File: config.mk
export PLATFORM = sky130hd
export DESIGN_NAME = mpls_proc
export DESIGN_NICKNAME = d
export VERILOG_FILES = /design/src/design/mpls_pkg.sv /design/src/design/egress_sequencer.sv /design/src/design/label_rewrite.sv /design/src/design/mpls_proc.sv /design/src/design/route_select.sv /design/src/design/word_fifo.sv
export VERILOG_INCLUDE_DIRS = /design/src /design/src/design
export SDC_FILE = /design/constraint.sdc
export NUM_CORES = 2
export LEC_CHECK = 0
export ABC_AREA = 1
export BUFFER_PORTS_ARGS = -buffer_cell sky130_fd_sc_hd__buf_2
export CAP_MARGIN = 20
export CELL_PAD_IN_SITES_DETAIL_PLACEMENT = 0
export CELL_PAD_IN_SITES_GLOBAL_PLACEMENT = 1
export CORE_MARGIN = 1.5
export CORE_UTILIZATION = 56
export DETAILED_ROUTE_END_ITERATION = 10
export PLACE_DENSITY_LB_ADDON = 0.1
export SLEW_MARGIN = 20
export SYNTH_ARGS = -nofsm -noshare
export SYNTH_HDL_FRONTEND = slang
export SYNTH_SLANG_ARGS = --single-unit
File: constraint.sdc
create_clock -name clk -period 12.04 [get_ports clk]
set_input_delay 1.204 -clock clk [delete_from_list [all_inputs] [get_ports clk]]
set_output_delay 1.204 -clock clk [all_outputs]
set_load 0.01 [all_outputs]
File: src/design/mpls_defs.svh
`ifndef MPLS_DEFS_SVH
`define MPLS_DEFS_SVH
`default_nettype none

//////////////////////
// datapath word
`define DATA_W          64
`define CTRL_W          8
`define HDR_CTRL        8'hff     // module header marker

// module header fields
`define DST_PORT_POS    48        // one-hot output port byte
`define SRC_PORT_POS    16        // 3-bit input port

//////////////////////
// mpls
`define ETHTYPE_MPLS    16'h8847
`define MPLSWORD_W      72        // command word from the table
`define MAC_W           48

// input fifo holds 2**FIFO_DEPTH_BITS words
`define FIFO_DEPTH_BITS 5

`default_nettype wire
`endif

File: src/design/mpls_pkg.sv
`include "mpls_defs.svh"
`default_nettype none

package mpls_pkg;

   // one word of the datapath, ctrl on top as on the bus
   typedef struct packed {
      logic [`CTRL_W-1:0] ctrl;
      logic [`DATA_W-1:0] data;
   } pkt_word_t;

   typedef struct packed {
      logic       unicast;   // 0 means cpu path
      logic [7:0] dst_port;  // one-hot
   } route_t;

   typedef struct packed {
      logic [3:0]  cmd;
      logic [19:0] swap_label;
      logic [2:0]  out_port;
   } mpls_cmd_t;

   // pull the used fields out of the table command word
   function automatic mpls_cmd_t decode_cmd(input logic [`MPLSWORD_W-1:0] word);
      mpls_cmd_t c;
      c.cmd        = word[71:68];
      c.swap_label = word[49:30];
      c.out_port   = word[60:58];
      return c;
   endfunction

endpackage

`default_nettype wire

File: src/design/egress_sequencer.sv
`include "mpls_defs.svh"
`timescale 1ns/1ps
`default_nettype none

module egress_sequencer
   import mpls_pkg::*;
(
   input  logic       clk,
   input  logic       reset,
   input  pkt_word_t  head,
   input  logic       empty,
   input  route_t     route,
   input  pkt_word_t  edit_word,
   input  logic       out_rdy,
   output logic       pop,
   output logic       hdr_take,
   output logic [1:0] word_idx,
   output pkt_word_t  out_word,
   output logic       out_wr
);

   logic      is_hdr;
   logic      is_end;
   logic      past_w3;    // beyond word 3 with nothing left to edit
   pkt_word_t next_word;

   assign is_hdr   = (head.ctrl == `HDR_CTRL);
   assign is_end   = (head.ctrl != '0) && !is_hdr;
   assign pop      = out_rdy && !empty;      // one word per cycle
   assign hdr_take = pop && is_hdr;

   //////////////////////
   // word select
   always_comb begin
      next_word = edit_word;
      if (is_hdr) begin
         next_word = head;
         next_word.data[`DST_PORT_POS +: 8] = route.dst_port;
      end else if (past_w3) begin
         next_word = head;
      end
   end

   //////////////////////
   // word index in packet
   always_ff @(posedge clk) begin
      if (reset) begin
         word_idx <= 2'd0;
         past_w3  <= 1'b0;
      end else if (pop) begin
         if (is_end) begin
            word_idx <= 2'd0;
            past_w3  <= 1'b0;
         end else if (word_idx == 2'd3) begin
            past_w3 <= 1'b1;        // index saturates
         end else begin
            word_idx <= word_idx + 2'd1;
         end
      end
   end

   // output register
   always_ff @(posedge clk) begin
      if (reset) begin
         out_wr <= 1'b0;
      end else begin
         out_wr <= pop;
      end
   end

   always_ff @(posedge clk) begin
      if (pop) begin
         out_word <= next_word;
      end
   end

   // a header only ever starts a packet
   a_hdr_at_start: assert property (@(posedge clk) disable iff (reset)
      hdr_take |-> (word_idx == 2'd0) && !past_w3);

endmodule

`default_nettype wire

File: src/design/label_rewrite.sv
`include "mpls_defs.svh"
`timescale 1ns/1ps
`default_nettype none

module label_rewrite
   import mpls_pkg::*;
(
   input  logic                   clk,
   input  logic                   reset,
   input  pkt_word_t              head,
   input  logic [1:0]             word_idx,
   input  logic                   hdr_take,
   input  route_t                 route,
   input  logic [`MPLSWORD_W-1:0] mplsword,
   input  logic [`MAC_W-1:0]      bram_dst_mac,
   output pkt_word_t              edit_word
);

   mpls_cmd_t cmd_q;
   logic      mpls_q;     // ethertype seen on word 2
   logic      mpls_now;
   logic      swap;

   assign mpls_now = (head.data[31:16] == `ETHTYPE_MPLS);
   assign swap     = (cmd_q.cmd == 4'd1);   // anything else acts as 0

   always_ff @(posedge clk) begin
      if (reset) begin
         cmd_q  <= '0;
         mpls_q <= 1'b0;
      end else begin
         if (hdr_take) begin
            cmd_q <= decode_cmd(mplsword);  // sideband valid until header leaves
         end
         if (word_idx == 2'd2) begin
            mpls_q <= mpls_now;    // last value is the real word 2
         end
      end
   end

   //////////////////////
   // word edits, unicast only
   always_comb begin
      edit_word = head;
      if (route.unicast) begin
         case (word_idx)
            2'd1: begin
               edit_word.data[`DATA_W-1 -: `MAC_W] = bram_dst_mac;
            end
            2'd2: begin
               if (mpls_now && swap) begin
                  edit_word.data[15:0] = cmd_q.swap_label[19:4];  // label high part
               end
            end
            2'd3: begin
               if (mpls_q) begin
                  if (swap) begin
                     edit_word.data[63:60] = cmd_q.swap_label[3:0];
                  end
                  edit_word.data[55:48] = head.data[55:48] - 8'd1;  // ttl
               end
            end
            default: begin
               edit_word = head;   // header untouched here
            end
         endcase
      end
   end

endmodule

`default_nettype wire

File: src/design/mpls_proc.sv
`include "mpls_defs.svh"
`timescale 1ns/1ps
`default_nettype none

module mpls_proc
   import mpls_pkg::*;
(
   input  logic                   clk,
   input  logic                   reset,
   // input side
   input  pkt_word_t              in_word,
   input  logic                   in_wr,
   output logic                   in_rdy,
   // output side
   output pkt_word_t              out_word,
   output logic                   out_wr,
   input  logic                   out_rdy,
   // table sideband, per packet at the fifo head
   input  logic [`MAC_W-1:0]      bram_dst_mac,
   input  logic [`MPLSWORD_W-1:0] mplsword,
   input  logic                   unicast_out,
   input  logic [7:0]             ttl_stat_out
);

   pkt_word_t  head;
   pkt_word_t  edit_word;
   route_t     route;
   mpls_cmd_t  cmd_now;
   logic       fifo_empty;
   logic       fifo_nearly_full;
   logic       pop;
   logic       hdr_take;
   logic [1:0] word_idx;

   assign in_rdy  = !fifo_nearly_full;
   assign cmd_now = decode_cmd(mplsword);

   word_fifo u_fifo (
      .clk(clk), .reset(reset), .din(in_word), .wr_en(in_wr), .rd_en(pop),
      .dout(head), .empty(fifo_empty), .nearly_full(fifo_nearly_full)
   );

   route_select u_route (
      .clk(clk), .reset(reset), .head(head), .hdr_take(hdr_take),
      .unicast_out(unicast_out), .ttl_stat_out(ttl_stat_out),
      .out_port(cmd_now.out_port), .route(route)
   );

   label_rewrite u_rewrite (
      .clk(clk), .reset(reset), .head(head), .word_idx(word_idx),
      .hdr_take(hdr_take), .route(route), .mplsword(mplsword),
      .bram_dst_mac(bram_dst_mac), .edit_word(edit_word)
   );

   egress_sequencer u_egress (
      .clk(clk), .reset(reset), .head(head), .empty(fifo_empty), .route(route),
      .edit_word(edit_word), .out_rdy(out_rdy), .pop(pop), .hdr_take(hdr_take),
      .word_idx(word_idx), .out_word(out_word), .out_wr(out_wr)
   );

endmodule

`default_nettype wire

File: src/design/route_select.sv
`include "mpls_defs.svh"
`timescale 1ns/1ps
`default_nettype none

module route_select
   import mpls_pkg::*;
(
   input  logic       clk,
   input  logic       reset,
   input  pkt_word_t  head,
   input  logic       hdr_take,
   input  logic       unicast_out,
   input  logic [7:0] ttl_stat_out,
   input  logic [2:0] out_port,
   output route_t     route
);

   route_t     route_q;     // held for the rest of the packet
   route_t     route_hdr;
   logic       to_cpu;
   logic [2:0] cpu_port;

   // ttl about to expire goes to the cpu as well
   assign to_cpu   = !unicast_out || (ttl_stat_out <= 8'd1);
   assign cpu_port = head.data[`SRC_PORT_POS +: 3] + 3'd1;  // wraps mod 8

   always_comb begin
      route_hdr.unicast = !to_cpu;
      if (to_cpu) begin
         route_hdr.dst_port = 8'b1 << cpu_port;
      end else begin
         route_hdr.dst_port = 8'b1 << out_port;
      end
   end

   always_ff @(posedge clk) begin
      if (reset) begin
         route_q <= '0;
      end else if (hdr_take) begin
         route_q <= route_hdr;
      end
   end

   // header cycle sees the fresh decision
   assign route = hdr_take ? route_hdr : route_q;

endmodule

`default_nettype wire

File: src/design/word_fifo.sv
`include "mpls_defs.svh"
`timescale 1ns/1ps
`default_nettype none

module word_fifo
   import mpls_pkg::*;
(
   input  logic      clk,
   input  logic      reset,
   input  pkt_word_t din,
   input  logic      wr_en,
   input  logic      rd_en,
   output pkt_word_t dout,
   output logic      empty,
   output logic      nearly_full
);

   localparam int AW = `FIFO_DEPTH_BITS;
   localparam logic [AW:0] FULL_LVL = AW'(0) + (AW+1)'(1 << AW);
   localparam logic [AW:0] NF_LVL   = FULL_LVL - (AW+1)'(2);  // two slots left

   pkt_word_t   mem [1 << AW];
   logic [AW-1:0] wr_ptr;
   logic [AW-1:0] rd_ptr;
   logic [AW:0]   count;
   logic          full;

   assign dout        = mem[rd_ptr];   // fall-through head
   assign empty       = (count == '0);
   assign full        = (count == FULL_LVL);
   assign nearly_full = (count >= NF_LVL);

   always_ff @(posedge clk) begin
      if (wr_en) begin
         mem[wr_ptr] <= din;
      end
   end

   always_ff @(posedge clk) begin
      if (reset) begin
         wr_ptr <= '0;
         rd_ptr <= '0;
         count  <= '0;
      end else begin
         if (wr_en) wr_ptr <= wr_ptr + AW'(1);
         if (rd_en) rd_ptr <= rd_ptr + AW'(1);
         case ({wr_en, rd_en})
            2'b10:   count <= count + (AW+1)'(1);
            2'b01:   count <= count - (AW+1)'(1);
            default: count <= count;    // both or neither
         endcase
      end
   end

   // upstream must respect in_rdy, egress must respect empty
   a_no_overflow: assert property (@(posedge clk) disable iff (reset) wr_en |-> !full);
   a_no_underflow: assert property (@(posedge clk) disable iff (reset) rd_en |-> !empty);

endmodule

`default_nettype wire

# After elaboration in Yosys (flattened, before gate mapping)
# Memories as Yosys holds them, arrays and structs flattened. A register that Yosys moved wholly into a read port is not among the register bits.
# Index checks and enable logic that the tools add are counted.
[classes]
shifts = 2
div_mod_pow = 0
n_mul = 0
n_lt_le_gt_ge = 2
bitwise = 0
n_reduce_logical = 16
muxes = 23
addsub = 7
eq_ne = 9
[ops]
columns = ["operator", "count"]
rows = [
  ["64-bit two-way mux", 3],
  ["16-bit two-way mux", 2],
  ["32-bit two-way mux", 1],
  ["16-bit equality test (second input constant)", 1],
  ["8-bit two-way mux", 2],
  ["8-bit one-hot mux with 2 select lines", 1],
  ["1-bit by 3-bit << shifter with 8-bit output (first input constant)", 2],
  ["4-bit two-way mux", 3],
  ["6-bit one-hot mux with 2 select lines", 1],
  ["5-bit by 1-bit adder with 5-bit output (second input constant)", 2],
  ["5-bit two-way mux", 2],
  ["9-bit two-way mux", 1],
  ["8-bit equality test (second input constant)", 1],
  ["8-bit by 1-bit <= comparator with 1-bit output (second input constant)", 1],
  ["4-bit one-hot mux with 2 select lines", 1],
  ["8-bit nonzero test", 1],
  ["8-bit by 1-bit subtractor with 8-bit output (second input constant)", 1],
  ["6-bit by 1-bit adder with 6-bit output (second input constant)", 1],
  ["2-bit equality test (second input constant)", 3],
  ["6-bit by 5-bit greater-or-equal comparator with 1-bit output (second input constant)", 1],
  ["6-bit logical NOT", 1],
  ["6-bit by 1-bit subtractor with 6-bit output (second input constant)", 1],
  ["1-bit logical NOT", 5],
  ["2-bit by 1-bit equality test with 1-bit output (second input constant)", 2],
  ["other kinds (10)", 19],
]
[word_totals]
memories = 1
rom_bits = 0
in_bits = 205
ramBits = 2304
elab_cells = 73
latchBits = 0
output_inout_bits = 74
regBits = 126
[mem_list]
columns = ["memory", "words", "width", "read_ports", "rd_ports_with_merged_regs", "wr", "line", "rtl"]
rows = [
  ["u_fifo.mem", 32, 72, 1, 1, 1, "word_fifo.sv:22", "pkt_word_t mem [1 << AW];"],
]

# Longest topological paths before layout
[logic_depth]
word_depth = 8
depth_mapped = 25

# By module
# From an unflattened synthesis, not the netlist that was laid out.
[hier_totals]
cells_unflattened = 8348
hier_area_um2 = 99606.8
[modules_own_cells]
columns = ["mod", "cells_per_inst", "area_per_inst_um2", "instances", "seq_area_each_um2"]
rows = [
  ["word_fifo", 7541, 93285.7, 1, 69606.8],
  ["egress_sequencer", 366, 3527.1, 1, 2242.2],
  ["label_rewrite", 351, 2207.1, 1, 500.5],
  ["route_select", 89, 583.1, 1, 180.2],
  ["mpls_proc", 1, 3.8, 1, 0.0],
]

# Worst setup path before layout
# No wires, ideal clock.
[synth_timing]
path_kind = "input-to-reg"
from = "input port in_wr"
to = "memory u_fifo.mem[31][0] in the netlist's numbering, enable pin"
stages = 4
t_arrival_ns = 4.544
setup_slack_ns = 6.992
required_ns = 11.536
path_cell_list = "nand2_1 -> inv_1 -> nand2_1 -> nor2_1"
[synth_via]
elab_chain_cells = 2
[synth_lines]
columns = ["item", "line", "rtl"]
rows = [
  ["start: declaration", "mpls_proc.sv:12", "input logic in_wr,"],
  ["1-bit two-way mux", "word_fifo.sv:34", "if (wr_en) begin"],
  ["1-bit two-way mux (not written as such)", "word_fifo.sv:35", "mem[wr_ptr] <= din;"],
  ["end: declaration", "word_fifo.sv:22", ""],
]
# Every way passes these cells.

==> results.json <==
{
  "status": "finished, final reports clean",
  "p_leak_nw": 35.68,
  "final_nets": 7676,
  "finalSetupTns_ns": 0,
  "fp.dieW_um": 418.0,
  "crit_fanout": 197,
  "synth_top_area_cell": "edfxtp_1",
  "ys.flop_type": "edfxtp_1",
  "synth_most_common_cell": "edfxtp_1",
  "core_mm2": 0.1714,
  "clk_latency_ns": 0.86,
  "total_power_mw": 21.17,
  "grt_max_degree": 220,
  "areaGrowthSynthToFinish_pct": 10.94,
  "drt_wl_total_um": 274800,
  "max_freq_ghz": 0.1739,
  "viasPerCell": 6.245,
  "worst_ir_drop_vdd_uv": 157.8,
  "path_clk_slew_ns": 0.06,
  "min_period_ns": 5.752,
  "wl_per_cell_um": 27.53,
  "grt_usage": 0.3131,
  "grt_pass1_vias": 59990,
  "grt_overflow_total": 0,
  "p_switching_mw": 6.307,
  "dieArea_mm2": 0.1747,
  "finalSetupViolCount": 0,
  "syn_area_mm2": 0.09644,
  "start_util": 0.5628,
  "drc": 0,
  "cts_hold_buf": 0,
  "required_ns": 12.61,
  "netSwitchingFraction": 0.2979,
  "io_pins": 279,
  "power.internal_mw": 14.87,
  "cts_buffers": 239,
  "pwr-share-comb": 0.204,
  "synth_warnings": 0,
  "syn_area_per_cell_um2": 13.09,
  "synthTopCellsByArea": "edfxtp_1 74%, o21ai_0 4.9%, nor2_1 4.1%",
  "power_frac_seq": 0.454,
  "crit_type": "flip-flop to flip-flop",
  "row_count": 152,
  "ys_ff_latch": 2435,
  "yosysTopAreaCellShare": 0.7398,
  "hold_viol_final": 0,
  "hpwl_um": 132000,
  "cts_resized": 0,
  "htreeDepth": 4,
  "drt_iter0_drc": 7493,
  "min_period_over_period": 0.4777,
  "syn_nets": 7590,
  "grt_pass1_wl_um": 399200,
  "worst_slew_pin_slew_ns": 1.192,
  "die_height_um": 418.0,
  "async_reset_ff_frac": 0,
  "holdWs_ns": 0.4567,
  "drive_gt1_frac": 0.1039,
  "clkSinkCount": 2435,
  "start_kind": "flip-flop",
  "antenna_found_initial": 24,
  "tritoncts": "built",
  "port_buffers": 232,
  "synth-edff-count": 2376,
  "min_path_type": "flip-flop to flip-flop",
  "p_per_area_mw_per_mm2": 197.9,
  "setup.worst_path.end_class": "flip-flop",
  "vias": 62320,
  "yosysSeqAreaShare": 0.7520,
  "netlist_instances": 7369,
  "postRouteAntennaNets": 0,
  "drv_slew": 0,
  "root_buffer": "clkbuf_16",
  "cts_buffer_depth": 3,
  "clock_skew_ns": 0.02655,
  "gp_congestion": 0.8021,
  "postCtsSetupRepairBufs": 0,
  "synth.top_cells.by_count": "2376 x edfxtp_1, 1046 x nor2_1, 951 x o21ai_0, 939 x nand2_1, 639 x nand3_1",
  "synth.distinct_cells": 45,
  "rsz0062_at_grt": "false",
  "dr.pass1.iters": 7,
  "maxCapViolCount": 0,
  "p_clk_frac": 0.342,
  "worstPathArrival_ns": 6.33,
  "maxSlewHeadroom": 0.2054
}
==> per-stage QoR <==
step / worst slack [ns] / util / cell area (um^2) / std cells
after floorplan: 6.992 / - / 96440 / 7369
after global placement: 6.312 / 0.5793 / 99270 / 9519
after detailed placement: 6.259 / 0.5801 / 99400 / 9524
after CTS: 6.250 / 0.6242 / 107000 / 9968
after global routing: 5.901 / 0.6243 / 107000 / 9976
final: 6.288 / 0.6244 / 107000 / 9980
==> placed cells by master (no fill, tap or decap), types with 3 or more instances in the layout <==
cell        count
edfxtp_1     2376
nor2_1       1014
o21ai_0       951
nand2_1       939
nand3_1       639
o221ai_1      282
clkbuf_16     247
buf_2         232
o22ai_1       177
buf_4         119
inv_1          93
a31oi_1        73
clkinv_1       60
clkinv_2       57
dfxtp_1        54
clkbuf_1       49
o21ai_1        39
o21ai_2        36
a21oi_1        36
nor2_4         35
o211ai_1       29
bufinv_16      18
ha_1           15
diode_2        12
buf_12          9
nor4_1          6
nand2_2         5
nor3_1          5
dfxtp_4         5
inv_8           4
nand4_1         4
a2bb2oi_1       4
and2_1          4
clkinvlp_4      4
buf_16          4
or2_2           3
nor2_2          3
xnor2_1         3
clkinv_8        3
clkbuf_8        3
==> power groups by stage <==
| stage | registers, mW | clock network, mW | logic, mW |
|---|---|---|---|
| final | 9.62 | 7.23 | 4.32 |
| after global placement | 9.80 | 0 | 4.22 |
| after global routing | 9.63 | 7.62 | 4.76 |
| after floorplan | 9.84 | 0 | 2.92 |
| after detailed placement | 9.80 | 0 | 4.28 |
| after CTS | 9.62 | 7.30 | 4.30 |
==> area by class of cell <==
cell class | instances | area [um^2]
fillers | 12940 | 64360
diodes | 12 | 30.03
inverters | 99 | 406.6
clock buffers | 299 | 6406
clock inverters | 145 | 1156
repair buffers | 364 | 2345
well taps | 2310 | 2890
flip-flops and latches | 2435 | 72550
multi-input cells | 4316 | 21210
==> layer usage <==
metal  track usage  routed length, um
met3       0.04543              20790
met5             0                100
met4        0.1262              10970
met2        0.5207             134400
met1        0.4175             108600
==> logic make-up (layout without fill, tap and decap cells) <==
family / Yosys count / after routing / synth area share
buf+inv: 618 / 907 / 0.03051
simple gates: 2663 / 2663 / 0.1135
other cells: 0 / 12 / 0
flops: 2435 / 2435 / 0.7520
compound gates: 1633 / 1633 / 0.1014
fa+ha+maj: 16 / 16 / 0.002154
xor+xnor: 4 / 4 / 0.0003633
==> path summary, 6_finish.rpt <==
path                            start                    end  slack, ns  cells after the start
setup / recovery            flip-flop  u_egress.out_word[40]       6.29                     18
hold / removal    u_rewrite.cmd_q[23]    u_rewrite.cmd_q[23]       0.46                      2
hold reg to reg   u_rewrite.cmd_q[23]    u_rewrite.cmd_q[23]       0.46                      2
setup reg to reg            flip-flop  u_egress.out_word[40]       6.29                     18
==> worst max-delay path: stages, from the launching register on <==
cell and delay, ns:
dfxtp_4 0.73, buf_4 0.74, buf_12 0.69, nand2_1 0.13, nand3_1 0.12, nand3_1 0.08, nand3_1 0.09, nand3_1 0.11
nand2_1 0.37, nand2_1 0.16, nor2_4 0.17, nand3_4 0.33, nand2_2 0.17, nand2_2 0.10, nor2_8 0.16, nand3_4 0.30
buf_4 0.46, nand2_1 0.22, o21ai_2 0.07
==> sequential cells by signal (all words and copies together) (netlist names), named ones only <==
register,flops
u_fifo.mem,2304
u_egress.out_word,72
u_rewrite.cmd_q,24
u_route.route_q,9
u_fifo.count,6
u_fifo.rd_ptr,5
u_fifo.wr_ptr,5
u_egress.word_idx,2
u_egress.out_wr,1
u_egress.past_w3,1
u_rewrite.mpls_q,1
No activity file was read; power rests on OpenSTA's default activity.
